[src/rtl/afu_buffer_pkg.sv]
package afu_buffer_pkg;

  ////////////////////
  // widths
  ////////////////////

  // doubleword size and count per half-line
  localparam int DW_BITS  = 64;
  localparam int DW_COUNT = 8;

  // command or buffer tag
  // 256 entries in each half-line memory
  typedef logic [7:0] tag_t;

  // half a cache line
  // eight doublewords, dw i at bits 64*i +: 64
  typedef logic [DW_BITS*DW_COUNT-1:0] half_line_t;

  // host buffer read address
  // zero picks half 0, anything else half 1
  typedef logic [5:0] read_addr_t;

  // one parity bit per doubleword
  typedef logic [DW_COUNT-1:0] dw_parity_t;

  ////////////////////
  // parity
  ////////////////////

  // odd parity per doubleword
  // ones in the dw plus its parity bit give an odd count
  function automatic dw_parity_t dw_odd_parity(input half_line_t data);
    dw_parity_t par;
    par = '0;
    for (int i = 0; i < DW_COUNT; i++) begin
      // xnor reduce gives the odd-parity bit
      par[i] = ~(^data[i*DW_BITS +: DW_BITS]);
    end
    return par;
  endfunction

endpackage

[src/rtl/buffer_read_port.sv]
`timescale 1ns/1ps

module buffer_read_port (
  input  logic                       clock,
  input  logic                       rstn,
  input  logic                       enabled,
  // host buffer read request
  input  logic                       read_valid,
  input  afu_buffer_pkg::tag_t       read_tag,
  input  logic                       read_tag_parity,
  input  afu_buffer_pkg::read_addr_t read_address,
  // registered memory outputs
  input  afu_buffer_pkg::half_line_t ram_data_0,
  input  afu_buffer_pkg::half_line_t ram_data_1,
  // host buffer read response
  output afu_buffer_pkg::half_line_t read_data,
  output afu_buffer_pkg::dw_parity_t read_parity,
  output logic                       tag_parity_error
);

  // request taken this cycle
  logic req_accept;

  // request registers
  logic                       req_valid_q;
  afu_buffer_pkg::tag_t       req_tag_q;
  logic                       req_tag_parity_q;
  afu_buffer_pkg::read_addr_t req_address_q;

  // tag parity compare
  logic tag_odd_parity;
  logic tag_mismatch;

  // requests dropped while disabled
  assign req_accept = read_valid && enabled;

  ////////////////////
  // request register
  ////////////////////

  // outstanding flag
  // high for exactly the cycle after an accepted request
  always_ff @(posedge clock or negedge rstn) begin
    if (!rstn) begin
      req_valid_q <= 1'b0;
    end else begin
      req_valid_q <= req_accept;
    end
  end

  // request fields
  // only looked at while req_valid_q is high
  always_ff @(posedge clock) begin
    if (req_accept) begin
      req_tag_q        <= read_tag;
      req_tag_parity_q <= read_tag_parity;
      req_address_q    <= read_address;
    end
  end

  ////////////////////
  // data select
  ////////////////////

  // memories already hold data for req_tag_q
  // address zero means first half-line
  // idle port drives all ones
  always_comb begin
    if (!req_valid_q) begin
      read_data = '1;
    end else if (req_address_q == '0) begin
      read_data = ram_data_0;
    end else begin
      read_data = ram_data_1;
    end
  end

  ////////////////////
  // data parity
  ////////////////////

  // per-doubleword odd parity
  // follows read_data, idle value too
  assign read_parity = afu_buffer_pkg::dw_odd_parity(read_data);

  ////////////////////
  // tag parity
  ////////////////////

  // odd parity of the registered tag
  assign tag_odd_parity = ~(^req_tag_q);

  // compare against the host bit
  // only for an accepted request
  assign tag_mismatch = req_valid_q && (tag_odd_parity != req_tag_parity_q);

  // error pulse
  // one cycle, two cycles after the bad request
  always_ff @(posedge clock or negedge rstn) begin
    if (!rstn) begin
      tag_parity_error <= 1'b0;
    end else begin
      tag_parity_error <= tag_mismatch;
    end
  end

endmodule

[config.mk]
export PLATFORM = sky130hd
export DESIGN_NAME = buffer_read_port
export DESIGN_NICKNAME = d
export VERILOG_FILES = /design/src/rtl/afu_buffer_pkg.sv /design/src/rtl/buffer_read_port.sv
export SDC_FILE = /design/constraint.sdc
export NUM_CORES = 1
export LEC_CHECK = 0
export BUFFER_PORTS_ARGS = -buffer_cell sky130_fd_sc_hd__buf_2
export CORE_AREA = 3 3 611 613
export DETAILED_ROUTE_END_ITERATION = 8
export DIE_AREA = 0 0 614 616
export GPL_TIMING_DRIVEN = 0
export PLACE_DENSITY = 0.3
export SYNTH_ARGS = -nofsm -noshare
export SYNTH_HDL_FRONTEND = slang
export SYNTH_SLANG_ARGS = --single-unit
export TNS_END_PERCENT = 50
[constraint.sdc]
create_clock -name clock -period 1.7 [get_ports clock]
set_input_delay 0.34 -clock clock [delete_from_list [all_inputs] [get_ports clock]]
set_output_delay 0.34 -clock clock [all_outputs]
set_load 0.02 [all_outputs]
==> impl_metrics.tcl <==
set metrics [dict create \
    worstMarginPinSlew_ns 0.8179 \
    post-route-drc-count 0 \
    stdcell_count 9481 \
    maxSlewHeadroom 0.4548 \
    clk_pin_slew_ns 0.06 \
    fmax_ghz 0.3493 \
    powerDensity_nw_per_um2 427.4 \
    gr-usage-met2 0.2956 \
    drtIter0Drc 1757 \
    cp_max_fo 12 \
    core_um2 368600 \
    cts_root_buffer "clkbuf_16" \
    slowest_stage "edfxtp_1" \
    setup_viol 520 \
    nFillCells 43260 \
    drv_slew 0 \
    floorplan.die_area_um2 378200 \
    dieHeight_um 616 \
    layout-drive-gt1-share 0.5286 \
    dp_cells 9278 \
    cts_tree "done" \
    violations "negative setup slack" \
    grt_pass1_wl_um 371600 \
    max_cap_viol_count 0 \
    syn_to_final_growth_pct 146.4 \
    worst_path_largest_cell_delay_ns 0.41 \
    wl_per_cell_um 33.11 \
    fin_worst_skew_ns 0.0006329 \
    postPlaceCellArea_um2 30950 \
    grt_pass1_vias 27140 \
    rsz0062_at_grt "yes" \
    grt_max_degree 17 \
    routed_wl_um 313900 \
    fp.dieW_um 614 \
    hpwl_um 291100 \
    grt_busiest_layer "met2" \
    grt_use_met3 0.04638 \
    synth_area_um2 16640 \
    cts_buffers 3 \
    vias_per_cell 2.867 \
    cp.arrival_ns 2.52 \
    setup_slack_ns -1.163 \
    period_share 1.684 \
    syn_inst 2760 \
    nets 5503 \
    cts.sinks 17 \
    avgSynthCellArea_um2 6.029 \
    dr.pass1.iters 5 \
    crit_required_ns 1.36 \
    ys_ff_latch 17 \
    crit_chain "nor2_4 > and3_4 > buf_16 > nand2_8 > buf_6 > o22ai_2 > xor2_1 > xnor2_2 > buf_4" \
    worst_setup_path_start_kind "flip-flop" \
    place.gp.congestion 0.9651 \
    grt_util_met1 0.1697 \
    gr-total-overflow 0 \
    outcome "complete, but fails checks" \
    vias 27180 \
    fp-row-count 223 \
    clk_latency_ns 0.25 \
    p_leak_nw 15.55 \
    finalCriticalPeriod_ns 2.863 \
    numPortBuffers 1563 \
    synth_nets 3803 \
    final_area_um2 41000 \
    fin_hold_ws_ns 0.2612 \
    grt_usage 0.1584 \
    antenna_found_initial 149 \
    initial_core_util 0.04515 \
    critPathKind "reg -> out" \
    finalHoldViolCount 0 \
    vdd_drop_max_mv 0.3379 \
    ant_nets 0 \
    yosysWarnings 0 \
    htreeDepth 1 \
    ioPinCount 1564 \
    cts_buffer_depth 2 \
    worst_hold_path_type "in -> reg" \
    ys_seq_area_frac 0.03008 \
    synth_cell_type_count 18 \
    end_kind "output pin" \
]
## Yosys cell counts
| cell | n | share of area |
|---|---|---|
| and2_1 | 2 | 0.00075 |
| and3_1 | 1 | 0.00038 |
| buf_2 | 2 | 0.00060 |
| buf_4 | 1 | 0.00045 |
| buf_6 | 3 | 0.0020 |
| clkbuf_1 | 168 | 0.038 |
| dfrtp_1 | 2 | 0.0030 |
| edfxtp_1 | 15 | 0.027 |
| nand2_1 | 1024 | 0.23 |
| nand2_2 | 1 | 0.00038 |
| nand2_4 | 1 | 0.00068 |
| nand3_1 | 513 | 0.15 |
| nor2_1 | 3 | 0.00068 |
| o22ai_1 | 13 | 0.0049 |
| o22ai_2 | 11 | 0.0083 |
| xnor2_1 | 860 | 0.45 |
| xnor2_2 | 3 | 0.0029 |
| xor2_1 | 137 | 0.072 |
## layout make-up
type | instances | area [um2] | area share
Multi-Input combinational cell | 2569 | 19160 | 0.4672
Clock buffer | 3 | 75.07 | 0.001831
Timing Repair Buffer | 1702 | 12940 | 0.3156
Tap cell | 4950 | 6193 | 0.1510
Clock inverter | 1 | 7.507 | 0.0001831
Sequential cell | 17 | 500.5 | 0.01221
Buffer | 167 | 1948 | 0.04751
Antenna cell | 72 | 180.2 | 0.004394
## logic make-up (layout without fill, tap and decap cells)
family                    Yosys count  in the layout  synth area share
other                               0             72                 0
and+or+nand+nor                  1545           1545            0.3881
xor gates and xnor gates         1000           1000            0.5277
buffers and inverters             174           1873           0.04098
DFF                                17             17           0.03008
AOI/OAI and AO/OA                  24             24           0.01316
## per-layer routing
metal / vias up / share of wire
li1: 12240 / -
met1: 13240 / 0.36
met2: 1330 / 0.52
met3: 326 / 0.080
met4: 40 / 0.042
met5: - / 0.00084
## cell usage in the layout, fill, tap and decap left out, drive strengths merged
master / netlist / routed
and2: 2 / 2
and3: 1 / 1
buf: 6 / 1706
clkbuf: 168 / 165
clkinvlp: 0 / 1
dfrtp: 2 / 2
diode: 0 / 72
dlygate4sd3: 0 / 1
edfxtp: 15 / 15
nand2: 1026 / 1026
nand3: 513 / 513
nor2: 3 / 3
o22ai: 24 / 24
xnor2: 863 / 863
xor2: 137 / 137
## flip-flops by register name, summed over array words and instances (netlist names)
signal	cells
tag_parity_error	1
req_tag_q	8
req_address_q	6
req_valid_q	1
req_tag_parity_q	1
## what timing repair did
item | CTS | global route
endpoints found under the hold margin | 2 | 0
pin swaps | 147 | 53
hold buffers | 1 | 0
gates cloned | 19 | 2
endpoints found under the setup margin | 521 | 520
resized for setup | 1441 | 792
setup buffers | 84 | 34
## path summary, 6_finish.rpt
kind / from / to / slack, ns / cells after the start
max: req_address_q[5] / read_parity[2] / -1.16 / 9
min: read_tag[0] / req_tag_q[0] / 0.26 / 1
max reg2reg: req_tag_q[6] / tag_parity_error / 0.40 / 5
min reg2reg: req_tag_q[1] / tag_parity_error / 0.76 / 3
max in group asynchronous: rstn / req_valid_q / 1.19 / 2
min in group asynchronous: rstn / tag_parity_error / 0.42 / 2
## critical path, delay by kind of cell, from the launching register on
kind            cells  cell delay (ns)
simple gates        3             0.47
compound gates      1             0.24
xor+xnor            2             0.42
buf+inv             3             0.64
flops               1             0.41
## power by group
group	internal (mW)	switching [mW]
clock	0.318	0.166
combinational	6.87	9.67
sequential	0.489	0.0171
total	7.67	9.85
## per-stage QoR
stage               TNS (ns)  total power, mW  setup WS [ns]  utilization
floorplan             -74.48            8.218        -0.1986            -
global placement     -979.45            15.45         -3.258      0.08359
detailed placement   -903.48            15.58         -3.224      0.08398
CTS                  -527.26            17.59         -1.364       0.1039
global route         -498.02            18.65         -1.283       0.1110
finish               -439.13            17.52         -1.163       0.1112
No activity file was read; power rests on OpenSTA's default activity.
